[config.mk]
export PLATFORM = sky130hd
export DESIGN_NAME = issue_unit
export DESIGN_NICKNAME = d
export VERILOG_FILES = /design/src/hw/core_pkg.sv /design/src/hw/issue_unit.sv
export SDC_FILE = /design/constraint.sdc
export NUM_CORES = 1
export LEC_CHECK = 0
export BUFFER_PORTS_ARGS = -buffer_cell sky130_fd_sc_hd__clkbuf_2
export CAP_MARGIN = 20
export CORE_AREA = 2 2 262 264
export DETAILED_ROUTE_END_ITERATION = 8
export DIE_AREA = 0 0 264 266
export PLACE_DENSITY = 0.32
export SLEW_MARGIN = 20
export SYNTH_ARGS = -nofsm -noshare
export SYNTH_HDL_FRONTEND = slang
export SYNTH_SLANG_ARGS = --single-unit
[constraint.sdc]
create_clock -name clk -period 6.4 [get_ports clk]
set_input_delay 0 -clock clk [delete_from_list [all_inputs] [get_ports clk]]
set_output_delay 0 -clock clk [all_outputs]
set_load 0.01 [all_outputs]
[src/hw/core_pkg.sv]
`default_nettype none

package core_pkg;

    parameter int XLEN  = 32;
    parameter int LANES = 2;

    typedef logic [XLEN-1:0] word_t;
    typedef logic [4:0]      reg_addr_t;

    // major opcodes
    localparam logic [5:0] OPC_SPECIAL = 6'h00;
    localparam logic [5:0] OPC_ADDIU   = 6'h09;
    localparam logic [5:0] OPC_ORI     = 6'h0d;
    localparam logic [5:0] OPC_LUI     = 6'h0f;

    // funct field of SPECIAL
    localparam logic [5:0] FN_MFHI  = 6'h10;
    localparam logic [5:0] FN_MTHI  = 6'h11;
    localparam logic [5:0] FN_MFLO  = 6'h12;
    localparam logic [5:0] FN_MTLO  = 6'h13;
    localparam logic [5:0] FN_MULTU = 6'h19;
    localparam logic [5:0] FN_ADDU  = 6'h21;
    localparam logic [5:0] FN_SUBU  = 6'h23;
    localparam logic [5:0] FN_AND   = 6'h24;
    localparam logic [5:0] FN_OR    = 6'h25;
    localparam logic [5:0] FN_XOR   = 6'h26;

    typedef enum logic [3:0] {
        OP_NOP, OP_ADDU, OP_SUBU, OP_AND, OP_OR, OP_XOR, OP_ADDIU,
        OP_ORI, OP_LUI, OP_MULTU, OP_MFHI, OP_MFLO, OP_MTHI, OP_MTLO
    } op_t;

    typedef struct packed {
        logic [5:0] opcode;
        reg_addr_t  rs;
        reg_addr_t  rt;
        reg_addr_t  rd;
        logic [4:0] shamt;
        logic [5:0] funct;
    } r_type_t;

    typedef struct packed {
        logic [5:0]  opcode;
        reg_addr_t   rs;
        reg_addr_t   rt;
        logic [15:0] imm;
    } i_type_t;

    // same word, two field layouts
    typedef union packed {
        r_type_t r;
        i_type_t i;
    } instr_u;

    typedef struct packed {
        logic  cyc;
        logic  stb;
        word_t adr;
    } wb_req_t;

    // instr[0] is the older word at pc
    typedef struct packed {
        logic             valid;
        word_t            pc;
        instr_u [1:0]     instr;
    } bundle_t;

    typedef struct packed {
        logic      valid;
        op_t       op;
        reg_addr_t rd;
        logic      writes_gpr;
        word_t     a;
        word_t     b;
    } lane_op_t;

    typedef struct packed {
        logic              valid;
        op_t               op;
        reg_addr_t         rd;
        logic              writes_gpr;
        word_t             result;
        logic [2*XLEN-1:0] product;
        logic              hi_we;
        logic              lo_we;
    } lane_res_t;

    typedef struct packed {
        logic      valid;
        reg_addr_t rd;
        word_t     data;
    } commit_t;

endpackage

`default_nettype wire

[src/hw/issue_unit.sv]
`default_nettype none

module issue_unit
    import core_pkg::*;
(
    input  wire                          clk,
    input  wire                          reset,
    input  wire bundle_t                 i_bundle,
    input  wire lane_res_t [LANES-1:0]   i_res,
    input  wire word_t                   i_hi,
    input  wire word_t                   i_lo,
    input  wire word_t [3:0]             i_rdata,
    output logic                         o_take,
    output reg_addr_t [3:0]              o_raddr,
    output lane_op_t [LANES-1:0]         o_lane_op
);

    typedef struct packed {
        op_t       op;
        reg_addr_t rd;
        logic      writes_gpr;
        logic      reads_rs;
        logic      reads_rt;
        logic      reads_hi;
        logic      reads_lo;
        logic      writes_hi;
        logic      writes_lo;
    } dec_t;

    function automatic dec_t decode(instr_u w);
        dec_t d;
        d = '0;
        if (w.r.opcode == OPC_SPECIAL) begin
            case (w.r.funct)
                FN_ADDU:  d.op = OP_ADDU;
                FN_SUBU:  d.op = OP_SUBU;
                FN_AND:   d.op = OP_AND;
                FN_OR:    d.op = OP_OR;
                FN_XOR:   d.op = OP_XOR;
                FN_MULTU: d.op = OP_MULTU;
                FN_MFHI:  d.op = OP_MFHI;
                FN_MFLO:  d.op = OP_MFLO;
                FN_MTHI:  d.op = OP_MTHI;
                FN_MTLO:  d.op = OP_MTLO;
                default:  d.op = OP_NOP;
            endcase
            d.rd = w.r.rd;
        end else begin
            case (w.i.opcode)
                OPC_ADDIU: d.op = OP_ADDIU;
                OPC_ORI:   d.op = OP_ORI;
                OPC_LUI:   d.op = OP_LUI;
                default:   d.op = OP_NOP;
            endcase
            d.rd = w.i.rt;
        end
        d.writes_gpr = d.op inside {OP_ADDU, OP_SUBU, OP_AND, OP_OR, OP_XOR,
                                    OP_ADDIU, OP_ORI, OP_LUI, OP_MFHI, OP_MFLO};
        d.reads_rs   = d.op inside {OP_ADDU, OP_SUBU, OP_AND, OP_OR, OP_XOR,
                                    OP_ADDIU, OP_ORI, OP_MULTU, OP_MTHI, OP_MTLO};
        d.reads_rt   = d.op inside {OP_ADDU, OP_SUBU, OP_AND, OP_OR, OP_XOR, OP_MULTU};
        d.reads_hi   = d.op == OP_MFHI;
        d.reads_lo   = d.op == OP_MFLO;
        d.writes_hi  = d.op inside {OP_MULTU, OP_MTHI};
        d.writes_lo  = d.op inside {OP_MULTU, OP_MTLO};
        return d;
    endfunction

    // lane 1 is younger, so it is checked last and wins
    function automatic word_t fwd_gpr(reg_addr_t addr, word_t rf_val,
                                      lane_res_t [LANES-1:0] res);
        word_t v;
        v = rf_val;
        for (int l = 0; l < LANES; l++) begin
            if (res[l].valid && res[l].writes_gpr && res[l].rd == addr && addr != '0) begin
                v = res[l].result;
            end
        end
        return v;
    endfunction

    dec_t [LANES-1:0] dec;
    logic [LANES-1:0] go;
    logic             first_done_q;
    logic             gpr_dep;
    logic             hilo_dep;
    logic             split;
    word_t            hi_fwd;
    word_t            lo_fwd;

    always_comb begin
        for (int s = 0; s < LANES; s++) begin
            dec[s]           = decode(i_bundle.instr[s]);
            o_raddr[2*s]     = i_bundle.instr[s].r.rs;
            o_raddr[2*s + 1] = i_bundle.instr[s].r.rt;
        end
    end

    // younger word waits if it reads what the older one writes
    assign gpr_dep  = dec[0].writes_gpr && dec[0].rd != '0 &&
                      ((dec[1].reads_rs && i_bundle.instr[1].r.rs == dec[0].rd) ||
                       (dec[1].reads_rt && i_bundle.instr[1].r.rt == dec[0].rd));
    assign hilo_dep = (dec[1].reads_hi && dec[0].writes_hi) ||
                      (dec[1].reads_lo && dec[0].writes_lo);
    assign split    = gpr_dep || hilo_dep;

    assign go[0]  = !first_done_q;
    assign go[1]  = first_done_q || !split;
    assign o_take = i_bundle.valid && go[1];

    always_ff @(posedge clk) begin
        if (reset) begin
            first_done_q <= 1'b0;
        end else if (i_bundle.valid && !first_done_q && split) begin
            first_done_q <= 1'b1;
        end else if (o_take) begin
            first_done_q <= 1'b0;
        end
    end

    always_comb begin
        hi_fwd = i_hi;
        lo_fwd = i_lo;
        for (int l = 0; l < LANES; l++) begin
            if (i_res[l].valid && i_res[l].hi_we) begin
                hi_fwd = i_res[l].product[2*XLEN-1:XLEN];
            end
            if (i_res[l].valid && i_res[l].lo_we) begin
                lo_fwd = i_res[l].product[XLEN-1:0];
            end
        end
    end

    always_comb begin
        word_t       rt_val;
        logic [15:0] imm;
        for (int s = 0; s < LANES; s++) begin
            imm    = i_bundle.instr[s].i.imm;
            rt_val = fwd_gpr(o_raddr[2*s + 1], i_rdata[2*s + 1], i_res);
            o_lane_op[s].valid      = i_bundle.valid && go[s];
            o_lane_op[s].op         = dec[s].op;
            o_lane_op[s].rd         = dec[s].rd;
            o_lane_op[s].writes_gpr = dec[s].writes_gpr;
            o_lane_op[s].a          = fwd_gpr(o_raddr[2*s], i_rdata[2*s], i_res);
            if (dec[s].reads_hi) begin
                o_lane_op[s].a = hi_fwd;
            end else if (dec[s].reads_lo) begin
                o_lane_op[s].a = lo_fwd;
            end
            case (dec[s].op)
                OP_ADDIU: o_lane_op[s].b = {{16{imm[15]}}, imm};
                OP_ORI:   o_lane_op[s].b = {16'h0000, imm};
                OP_LUI:   o_lane_op[s].b = {imm, 16'h0000};
                default:  o_lane_op[s].b = rt_val;
            endcase
        end
    end

endmodule

`default_nettype wire

==> impl_summary.md, run 1 <==
Power
Summed over all cells, the static leakage comes to around 5.4 nW. Across the VDD grid, the largest voltage drop is 0.0237 mV. For this design the ratio of total power to cell area is 62.3 nW/um^2. The power spent charging and discharging nets is approximately 430 uW. Net switching is 58.7% of the power. In this run, the clock network consumes 0% of the power.

The internal power contribution is 300 uW. The share of power burned in registers is 0.9%. The post-layout total power is 728 uW. The part of the power in combinational logic is 99.1%.

Final layout
In the final design database the tool counted 2,249 nets. Once layout is complete, the utilization of the core stands at 17.3%. The post-synthesis to final-layout area growth is 49.8%. The library cells used most frequently in the layout, excluding fill and tap cells, are clkbuf_2 (639), mux2i_1 (256), nand2_1 (196), a21oi_1 (102), nor2_1 (89).

The post-route netlist has 40.4% of its cells at a drive strength greater than 1. The library cell used most frequently in the layout, excluding fill and tap cells, is clkbuf_2. In the final layout, the registers with the most flip-flops are first_done_q: 1 flops.

The register with the most flip-flops is first_done_q. The number of flip-flops in the largest register is 1. The final instance count without filler cells is 2,621.

Synth
The mean area per synthesized cell is 6.47 sq um. The proportion of netlist area held by the largest area contributor is 32.8%. The number of instances in the synthesized netlist is 1,207.

The total of flip-flops plus latches after synthesis is 1. The Yosys step of the flow raised 0 warnings. The number of enable-type register cells in the synthesized netlist is 0. Summed over all instances, the cell type with the most area after synthesis is mux2i_1. Ranked by total cell area, the synthesized netlist is headed by mux2i_1 (33%), nand2_1 (9.6%), a21oi_1 (6.6%). The portion of the post-synthesis area used by sequential elements is less than 1%. The number of nets handed over by synthesis was 1,716. After synthesis, the share of flip-flops with an asynchronous set or reset is 0%. The primary flip-flop cell chosen by synthesis mapping is dfxtp_1. The netlist uses 66 different library cells.

Summing every instance area after synthesis gives 7810 sq um.

STA
Setup violations remaining at the end of the flow were counted as 0. Setup repair after global routing left no endpoint under its margin. The max-slew violation total from the final report came to 0. The count of final hold-check violations is 0. The relative slew slack is 21.6%. At the pin with the least slew margin, the transition time is between 1 and 1.5 ns.

The sum of negative setup slack is 0 ns. The final setup skew is 0 ns. The fmax is ~270 MHz.

The time the final worst path needs with I/O delays and setup is 3.67 ns. Hold timing on the final database bottoms out at a slack of 0.243 ns. The post-route clock period utilization is 57.3%.

GRT
The met2 global-route usage is 30.5%. The total congestion overflow is 0. After global routing, the most crowded layer is met2. The pin count of the biggest net entering global routing is 65.

The first-pass GRT wire length is ~88,000 um. The met3 routing resource usage after global routing is 3.11%. The initial antenna violation count is 13. For met1 alone, demand over resource in global routing was 22.7%.

The via count of the first global-routing pass came to 11,300. For this run, the total global-route usage over all layers was measured as approximately 17%.

Placement
During placement, the flow inserted port buffers numbering 639. At the end of routability-driven placement, the weighted congestion stood at 0.865. Detailed placement finished with a half-perimeter wire length of 55,600 um. In this run, placement finished with an instance count of about 2,600.

Status
The flow ran to the end, and the final reports show no timing, DRC or antenna violations.

Critical path
STA classifies the critical path endpoint as an output pin. At the worst endpoint, the required time is between 6 and 7 ns. The critical path is of the in -> out type. Data on the critical path arrives at its endpoint at 3.67 ns. The largest fanout of any net on the critical path is 35. The kind of start point of the critical path is a primary input.

Detailed routing
The routed layout has 11,200 vias. Before antenna repair, the detailed router went through 5 iterations. For this block, the initial DRC count from the detailed router was between 400 and 500.

The count of antenna-violating nets left after detailed routing is 0. The per-cell via count in the routed design is 4.27. The routed design has 65,300 um of wire. For this run, design rule violations remaining after detail routing come to 0. The average detailed-routed wire length per instance is 24.9 um.

Worst hold path
The path type of the worst min-delay path is in -> reg.

Clocking
The total of hold buffers inserted after clock tree synthesis is 0. Clock-pin slew was measured on the worst setup and hold paths at 0 ns. For the worst-skew pair, the clock arrives at the later sink with an insertion delay of 0 ns. The total setup buffers inserted after CTS is 0. The number of gates resized after CTS is 0.

Floorplan
The number of rows in the core area is 96. The die outline width is around 260 um. The core box area is a little under 70,000 sq um. The die covers 70,200 sq um. Pin placement for this block handled about 700 I/O pins. For this configuration, the core starts out at a cell density of between 10% and 20%. The die span in y is approximately 270 um.

Job
Across the run, the number of max-cap violations was 0.
## per-layer routing
metal,wire length (um),vias to the layer above
li1,-,5463
met1,29200,5236
met2,31200,450
met3,3960,39
met4,895,6
met5,44,-
## synthesized netlist by cell type (10+ instances only)
cell      count
a211oi_1     34
buf_4        32
a22o_1       29
nor2b_1      10
buf_2        26
clkbuf_1     58
o21ai_0      80
nand4_1      15
o211ai_1     22
mux2i_1     256
nand2_1     199
nor2_1       90
a21oi_1     103
xnor2_1      32
xor2_1       12
o21ai_1      66
buf_1        10
a22oi_1      15
## worst max-delay path, stage by stage
cell	delay, ns
clkbuf_2	0.10
nor4bb_1	0.81
and3_1	0.79
o221a_4	0.76
buf_4	0.53
a211oi_1	0.11
a21oi_1	0.28
clkbuf_2	0.21
## power groups by stage
stage | clock network, mW | logic, mW | registers [mW]
detailed placement | 0 | 0.730 | 0.00636
floorplan | 0 | 0.330 | 0.00636
global route | 0 | 0.787 | 0.00636
global placement | 0 | 0.729 | 0.00636
finish | 0.0000000209 | 0.722 | 0.00636
CTS | 0 | 0.734 | 0.00636
## layout make-up
type | instances | area, sq um
Antenna cell | 1 | 2.50
Fill cell | 8016 | 56100
Inverter | 11 | 42.5
Multi-Input combinational cell | 1065 | 7160
Sequential cell | 1 | 20.0
Tap cell | 882 | 1100
Timing Repair Buffer | 661 | 3360
## path summary, 6_finish.rpt
path / from / to / slack (ns) / cells after the start
worst max-delay path: i_bundle[58] / o_lane_op[138] / 2.73 / 8
worst min-delay path: reset / first_done_q$_SDFFE_PP0P_ / 0.24 / 3
worst max register to register: first_done_q$_SDFFE_PP0P_ / first_done_q$_SDFFE_PP0P_ / 5.36 / 4
worst min register to register: first_done_q$_SDFFE_PP0P_ / first_done_q$_SDFFE_PP0P_ / 0.70 / 3
## stage by stage
step	area [sq um]	worst slack [ns]
after floorplan	7810	4.06
after global placement	11700	2.79
after detailed placement	11700	2.80
after CTS	11700	2.80
after global routing	11700	2.66
final	11700	2.73
## logic make-up (layout without fill, tap and decap cells)
kind of cell           after synthesis  in the layout  synth area share (%)
AO/OA/AOI/OAI                      378            378                  29.3
XOR/XNOR                            44             44                  4.94
buffers and inverters              141            672                  9.09
flip-flops                           1              1                 0.256
multiplexers                       262            262                  33.7
other                                0              1                     0
AND/OR/NAND/NOR                    381            381                  22.7
No activity file was read; power rests on OpenSTA's default activity.
==> inputs of run 2 (changes only) <==
--- a/config.mk
+++ b/config.mk
@@ -7,10 +7,10 @@
 export LEC_CHECK = 0
 export BUFFER_PORTS_ARGS = -buffer_cell sky130_fd_sc_hd__clkbuf_2
 export CAP_MARGIN = 20
-export CORE_AREA = 2 2 262 264
+export CORE_AREA = 2 2 263 265
 export DETAILED_ROUTE_END_ITERATION = 8
-export DIE_AREA = 0 0 264 266
-export PLACE_DENSITY = 0.32
+export DIE_AREA = 0 0 265 267
+export PLACE_DENSITY = 0.31
 export SLEW_MARGIN = 20
 export SYNTH_ARGS = -nofsm -noshare
 export SYNTH_HDL_FRONTEND = slang
==> constraint.sdc (replaced) <==
create_clock -name clk -period 3.6 [get_ports clk]
set_input_delay 0 -clock clk [delete_from_list [all_inputs] [get_ports clk]]
set_output_delay 0 -clock clk [all_outputs]
set_load 0.01 [all_outputs]
==> impl_summary.md, run 2 (same netlist as run 1, synthesis figures left out) <==
Critical path
The kind of critical path is in -> out (unchanged). The critical path arrival came to 2.67 ns (was 3.67 ns). The cell depth of the worst flop-to-flop path is 4 (unchanged). The largest fanout of any net on the critical path came to 30 (was 35). The kind of start point of the critical path is a primary input (unchanged). The required time at the worst-slack endpoint is 3.60 ns (was 6.40 ns). The worst-case register-to-register setup slack is 2.58 ns (was 5.36 ns). The element type at the critical path end is an output pin (unchanged). The destination of the worst register-to-register timing path was first_done_q$_SDFFE_PP0P_ (unchanged). The worst flop-to-flop path startpoint is first_done_q$_SDFFE_PP0P_ (unchanged).

Clocking
The clock-pin slew reported for the worst setup and hold paths after clock tree synthesis was 0 ns (about the same). The total setup buffers inserted after CTS is 0 (unchanged). The total of hold buffers inserted after clock tree synthesis was 0 (unchanged).

The later-pin clock latency in the skew report is 0 ns (about the same). The number of gates resized after CTS came to 0 (unchanged).

STA
The count of final hold-check violations is 0 (unchanged). The sum of negative setup slack is 0 ns (unchanged). The final setup skew is 0 ns (unchanged). The final critical path takes up 74.2% of the cycle.

The actual transition at the worst max-transition pin came to 0.971 ns (was 1.18 ns). The max-slew violation total from the final report is 0 (unchanged). The setup-violating endpoint count in the final report was 0 (unchanged). Setup repair after global routing missed its margin: false (unchanged). The relative slew slack is 35.3% (was 21.6%). The fmax is 374 MHz. The time the final worst path needs with I/O delays and setup is 2.67 ns.

Detailed routing
The number of vias in the routed layout was 11,300 (was 11,200). The initial DRC count was 496 (was 476). The per-cell via count in the routed design is 4.26 (was 4.27). The remaining routing DRC violations is 0 (unchanged). The total wire length is 66,400 um (was 65,300 um).

The detailed-routing iteration count for the pre-antenna-repair pass came to 4 (was 5). The average detailed-routed wire length per instance is 25.1 um (was 24.9 um). The count of antenna-violating nets left after detailed routing is 0 (unchanged).

GRT
The initial antenna violation count was 8 (was 13). The pin count of the biggest net entering global routing is 65 (unchanged). The overall routing resource usage is 17.5% (was 17.4%). The via count of the first global-routing pass came to 11,500 (was 11,300). The total congestion overflow is 0 (unchanged).

The first-pass GRT wire length is 88,300 um (was 87,600 um).

Status
Outcome: complete, no violations (unchanged).

Final layout
The final instance count without filler cells was 2,644 (was 2,621). The number of flip-flops in the largest register is 1 (unchanged). The fraction of layout instances using a drive strength above 1 is 41.0% (was 40.4%). The cell area after layout is 11,900 sq um (was 11,700 sq um). Largest registers in the final layout: first_done_q: 1 flops (unchanged). The post-synthesis to final-layout area growth is 52.3% (was 49.8%). The register with the most flip-flops was first_done_q (unchanged). Highest-count cells in the layout ignoring fill and taps: clkbuf_2 (639), mux2i_1 (256), nand2_1 (196), a21oi_1 (103), nor2_1 (88) (was clkbuf_2 (639), mux2i_1 (256), nand2_1 (196), a21oi_1 (102), nor2_1 (89)). The most common cell after layout, fill and taps aside was clkbuf_2 (unchanged). The core occupancy in the finished layout is 17.5% (was 17.3%). The number of nets at the end of the flow is 2,267 (was 2,249).

Floorplan
The number of rows in the core area was 96 (unchanged). The core box area is 68,000 sq um (was 67,700 sq um). The die outline width was 265 um (was 264 um). The number of top-level design ports is 680 (unchanged). The die span in y is 267 um (was 266 um). The area of the die was 70,800 sq um (was 70,200 sq um). The starting density of the core is 11.5% (about the same).

Placement
The detailed placement HPWL is 57,600 um (was 55,600 um). The cell area reported after detailed placement is 11,900 sq um (was 11,700 sq um). The cell count after placement is 2,638 (was 2,620). The count of buffers from port buffering was 639 (unchanged). The routability-driven placement congestion ratio was 0.836 (was 0.865).

Worst hold path
The number of cells traversed by the worst hold path came to 3 (unchanged). The endpoint of the worst hold-timing path is first_done_q$_SDFFE_PP0P_ (unchanged). The start point of the worst hold path was reset (unchanged). The path type of the worst min-delay path is in -> reg (unchanged).

Job
The max-capacitance violation count came to 0 (unchanged).
## run 2: worst max path at each step
stage	startpoint	to	slack (ns)	depth (start not counted)
floorplan	i_bundle[31]	o_lane_op[149]	1.26	9
global placement	i_bundle[17]	o_lane_op[24]	0.86	11
detailed placement	i_bundle[17]	o_lane_op[24]	0.84	11
CTS	i_bundle[17]	o_lane_op[24]	0.84	11
global route	i_bundle[17]	o_lane_op[25]	0.66	10
finish	i_bundle[17]	o_lane_op[16]	0.93	11
## run 2: per-stage QoR
| step | hold slack [ns] | setup WS [ns] |
|---|---|---|
| final | 0.254 | 0.929 |
| after CTS | 0.256 | 0.836 |
| after global routing | 0.264 | 0.661 |
| after global placement | 0.258 | 0.855 |
| after detailed placement | 0.256 | 0.841 |
| after floorplan | 0.0918 | 1.26 |
## run 2: cell type report
cell class,count,area (sq um)
Timing Repair Buffer,679,3550
Multi-Input combinational cell,1065,7160
Tap cell,882,1100
Fill cell,8047,56100
Sequential cell,1,20.0
Inverter,11,42.5
Antenna cell,6,15.0
## run 2: critical path, stage by stage
cell      delay, ns
clkbuf_2       0.17
or4_1          0.53
nor2_1         0.21
or4_2          0.64
buf_4          0.28
buf_4          0.21
nor2_1         0.05
a21oi_1        0.19
a22oi_1        0.09
nand2_1        0.09
clkbuf_2       0.16
## run 2: metal layers
layer / vias up / share of wire [%] / global-route usage (%)
met5: - / 0.020 / 0
met1: 5282 / 44 / 22.1
met2: 431 / 50 / 31.6
li1: 5511 / - / -
met3: 36 / 5.5 / 2.82
met4: 2 / 1.4 / 2.69
==> inputs of run 3 (changes only) <==
--- a/config.mk
+++ b/config.mk
@@ -5,12 +5,13 @@
 export SDC_FILE = /design/constraint.sdc
 export NUM_CORES = 1
 export LEC_CHECK = 0
+export ABC_AREA = 1
 export BUFFER_PORTS_ARGS = -buffer_cell sky130_fd_sc_hd__clkbuf_2
 export CAP_MARGIN = 20
 export CORE_AREA = 2 2 263 265
 export DETAILED_ROUTE_END_ITERATION = 8
 export DIE_AREA = 0 0 265 267
-export PLACE_DENSITY = 0.31
+export PLACE_DENSITY = 0.33
 export SLEW_MARGIN = 20
 export SYNTH_ARGS = -nofsm -noshare
 export SYNTH_HDL_FRONTEND = slang
==> constraint.sdc (replaced) <==
create_clock -name clk -period 2.15 [get_ports clk]
set_input_delay 0 -clock clk [delete_from_list [all_inputs] [get_ports clk]]
set_output_delay 0 -clock clk [all_outputs]
set_load 0.01 [all_outputs]
==> impl_summary.md, run 3 <==
Status
Outcome: complete, no violations (unchanged).

Final layout
The number of flip-flops in the largest register is 1 (unchanged). The core occupancy in the finished layout is 18.8% (was 17.5%). The register with the most flip-flops is first_done_q (unchanged). The cell area after layout is 12,800 sq um (was 11,900 sq um). Largest registers in the final layout: first_done_q: 1 flops (unchanged). The final instance count without filler cells is 3,028 (was 2,644). The most common cell after layout, fill and taps aside is clkbuf_2 (unchanged). The filler cell count in the final layout is 8,129 (was 8,047). The number of nets at the end of the flow is 2,646 (was 2,267). Highest-count cells in the layout ignoring fill and taps: clkbuf_2 (639), nand2_1 (442), o21ai_0 (171), inv_1 (160), nor2_1 (106) (was clkbuf_2 (639), mux2i_1 (256), nand2_1 (196), a21oi_1 (103), nor2_1 (88)). The post-synthesis to final-layout area growth is 62.1% (was 52.3%).

The fraction of layout instances using a drive strength above 1 is 42.2% (was 41.0%).

Floorplan
The number of rows in the core area is 96 (unchanged). The starting density of the core is 11.6% (was 11.5%). The number of top-level design ports is 680 (unchanged). The area of the die is 70,800 sq um (unchanged). The core box area is 68,000 sq um (unchanged). The die outline width is 265 um (unchanged). The die span in y was 267 um (unchanged).

STA
The max-slew violation total from the final report is 0 (unchanged). Setup repair after global routing missed its margin: true (was false). The count of final hold-check violations came to 0 (unchanged). The worst setup margin is 0.0732 ns (was 0.929 ns). The setup-violating endpoint count in the final report is 0 (unchanged).

The clock period could shrink to 2.08 ns. The post-route clock period utilization is 96.6%. The relative slew slack is 58.0% (was 35.3%). The actual transition at the worst max-transition pin is 0.627 ns (was 0.971 ns). The sum of negative setup slack is 0 ns (unchanged). The worst slack on hold paths is 0.167 ns (was 0.254 ns). Derived from the worst setup path, the maximum achievable clock frequency is slightly below 500 MHz. The final setup skew is 0 ns (unchanged).

GRT
The overall routing resource usage is 19.0% (was 17.5%). The total congestion overflow is 0 (unchanged). The via count of the first global-routing pass is 13,300 (was 11,500).

The initial antenna violation count is 8 (unchanged). The pin count of the biggest net entering global routing is 65 (unchanged). The first-pass GRT wire length is 97,100 um (was 88,300 um).

Critical path
The endpoint of the worst setup timing path was o_lane_op[124] (was o_lane_op[16]). The worst path buffer plus inverter count is 5 (was 4). The required time at the worst-slack endpoint is 2.15 ns (was 3.60 ns). The kind of cell adding the most delay to the critical path is buffers and inverters (was simple AND/OR/NAND/NOR gates). The kind of critical path is in -> out (unchanged).

The slowest stage cell on the critical path is nor3_1 (was or4_2). The element type at the critical path end is an output pin (unchanged). Series of cell instances along the critical path: clkbuf_2 -> xor2_1 -> nor3_1 -> nand2_2 -> buf_12 -> buf_12 -> nand2_1 -> o21ai_0 -> o21ai_0 -> o221ai_1 -> buf_4 -> clkbuf_2 (was clkbuf_2 -> or4_1 -> nor2_1 -> or4_2 -> buf_4 -> buf_4 -> nor2_1 -> a21oi_1 -> a22oi_1 -> nand2_1 -> clkbuf_2). The delay contributed by the slowest stage of the critical path was 0.33 ns (was 0.64 ns).

The worst-case register-to-register setup slack is 1.44 ns (was 2.58 ns). The beginning of the critical path is i_res[99] (was i_bundle[17]). The largest fanout of any net on the critical path is 21 (was 30). The worst flop-to-flop path startpoint is first_done_q$_SDFFE_PP0P_ (unchanged). The kind of start point of the critical path is a primary input (unchanged). The cell depth of the worst flop-to-flop path came to 3 (was 4). The destination of the worst register-to-register timing path is first_done_q$_SDFFE_PP0P_ (unchanged). The cell depth of the worst setup path is 12 (was 11). The critical path arrival is 2.08 ns (was 2.67 ns).

Clocking
The total of hold buffers inserted after clock tree synthesis is 0 (unchanged). The later-pin clock latency in the skew report is 0 ns (about the same). The clock-pin slew reported for the worst setup and hold paths after clock tree synthesis is 0 ns (about the same).

Detailed routing
The per-cell via count in the routed design came to 4.46 (was 4.26). The remaining routing DRC violations is 0 (unchanged). The average detailed-routed wire length per instance is 23.7 um (was 25.1 um). The count of antenna-violating nets left after detailed routing is 0 (unchanged).

The number of vias in the routed layout is 13,500 (was 11,300). The initial DRC count is 856 (was 496). The total wire length is 71,800 um (was 66,400 um). The detailed-routing iteration count for the pre-antenna-repair pass came to 5 (was 4).

Synth
The number of enable-type register cells in the synthesized netlist is 0 (unchanged). The synthesized net count is 2,026 (was 1,716). The primary flip-flop cell chosen by synthesis mapping was dfxtp_1 (unchanged).

The total of warnings raised by yosys is 0 (unchanged). The largest area contributor in the synthesized netlist is nand2_1 (was mux2i_1). The count of different cell masters after synthesis is 47 (was 66). The portion of the post-synthesis area used by sequential elements was 0.254% (was 0.256%). The cell with the most instances after synthesis is nand2_1 (was mux2i_1). The number of instances in the synthesized netlist came to 1,517 (was 1,207). The proportion of netlist area held by the largest area contributor is 21.4% (was 32.8%). The synthesized cell area was 7900 sq um (was 7810 sq um). The total of flip-flops plus latches after synthesis came to 1 (unchanged). The share of flip-flops with an asynchronous set or reset came to 0% (unchanged). Top area cells in the synthesized netlist: nand2_1 (21%), o21ai_0 (11%), o211ai_1 (8.1%) (was mux2i_1 (33%), nand2_1 (9.6%), a21oi_1 (6.6%)). The mean area per synthesized cell is 5.20 sq um (was 6.47 sq um).

Most frequent cells after synthesis: nand2_1 (450), o21ai_0 (175), inv_1 (161) (was mux2i_1 (256), nand2_1 (199), a21oi_1 (103)).

Power
Total power for the finished layout comes to 2.41 mW. Cell internal power was estimated by the tool at ~960 uW. Combinational logic is responsible for 99.2% of the overall power. The share of power burned in registers is 0.8%. Dividing total power by cell area gives a power density of 188 nW/um^2. Net switching is 60.2% of the power. The worst-case IR drop observed on VDD is 0.103 mV.

The part of the total power dissipated in the clock network is 0%. The leakage power is 6.73 nW. The power spent charging and discharging nets is approximately 1.4 mW.

Placement
The routability-driven placement congestion ratio is 0.907 (was 0.836). The cell area reported after detailed placement is 12,600 sq um (was 11,900 sq um). The cell count after placement was 3,011 (was 2,638). The detailed placement HPWL is 63,900 um (was 57,600 um). The worst-case setup slack after placement is -0.300 ns (was 0.841 ns). The count of buffers from port buffering came to 639 (unchanged).

Worst hold path
The path type of the worst min-delay path is in -> reg (unchanged).

Job
The max-capacitance violation count came to 0 (unchanged).
## run 3: cell types whose count changed in the layout (fill, tap and decap cells not counted), sizes merged, moves of 29 or more
cell    delta
nand3     +61
o221ai    +40
nand2    +255
o21ai     +87
o211ai    +63
inv      +163
buf       +67
a31o      +35
a21oi     -82
a22o      -29
mux2i    -256
## run 3: logic make-up (layout without fill, tap and decap cells)
group / count (synthesis) / in the layout / synth area share (%)
and+or+nand+nor: 672 / 672 / 35.1
buffers and inverters: 304 / 922 / 17.1
DFF: 1 / 1 / 0.254
xor gates and xnor gates: 27 / 27 / 3.00
other: 0 / 11 / 0
AOI/OAI and AO/OA: 513 / 513 / 44.6
## run 3: layer usage
metal | global-route usage, % | up-vias | share of wire, %
met5 | 0 | - | 0.036
met4 | 4.55 | 4 | 2.6
met3 | 3.50 | 65 | 7.0
met2 | 32.4 | 636 | 46
met1 | 24.7 | 6345 | 44
li1 | - | 6461 | -
## run 3: layout make-up
| type | count | area (sq um) | share of cell area, % |
|---|---|---|---|
| Sequential cell | 1 | 20.0 | 0.156 |
| Multi-Input combinational cell | 1212 | 6660 | 52.1 |
| Timing Repair Buffer | 747 | 4330 | 33.8 |
| Tap cell | 882 | 1100 | 8.62 |
| Antenna cell | 11 | 27.5 | 0.215 |
| Inverter | 175 | 659 | 5.15 |
## run 3: repair_timing
item                       4_1_cts  5_1_grt
pin swaps                        0        3
buffers inserted                 0        5
gates resized for setup          3       27
gates cloned                     0        1
setup endpoints to repair        2       53
## run 3: worst reg2reg max path: stages, from the launching register on
cell     delay, ns
dfxtp_1       0.30
nor2_1        0.15
nand2_1       0.08
a21oi_2       0.11
## run 3: power by group through the flow
stage | registers [mW] | clock network, mW | logic (mW)
2_1_floorplan | 0.0189 | 0 | 1.01
3_3_place_gp | 0.0189 | 0 | 2.38
3_5_place_dp | 0.0189 | 0 | 2.37
4_1_cts | 0.0189 | 0 | 2.39
5_1_grt | 0.0189 | 0.000000187 | 2.59
6_report | 0.0189 | 0.000000182 | 2.39
## run 3: worst min-delay path by stage
stage	start	endpoint	slack, ns	depth (start not counted)
3_3_place_gp	reset	first_done_q$_SDFFE_PP0P_	0.17	2
4_1_cts	reset	first_done_q$_SDFFE_PP0P_	0.17	2
3_5_place_dp	reset	first_done_q$_SDFFE_PP0P_	0.17	2
5_1_grt	reset	first_done_q$_SDFFE_PP0P_	0.17	2
2_1_floorplan	reset	first_done_q$_SDFFE_PP0P_	0.06	1
6_report	reset	first_done_q$_SDFFE_PP0P_	0.17	2
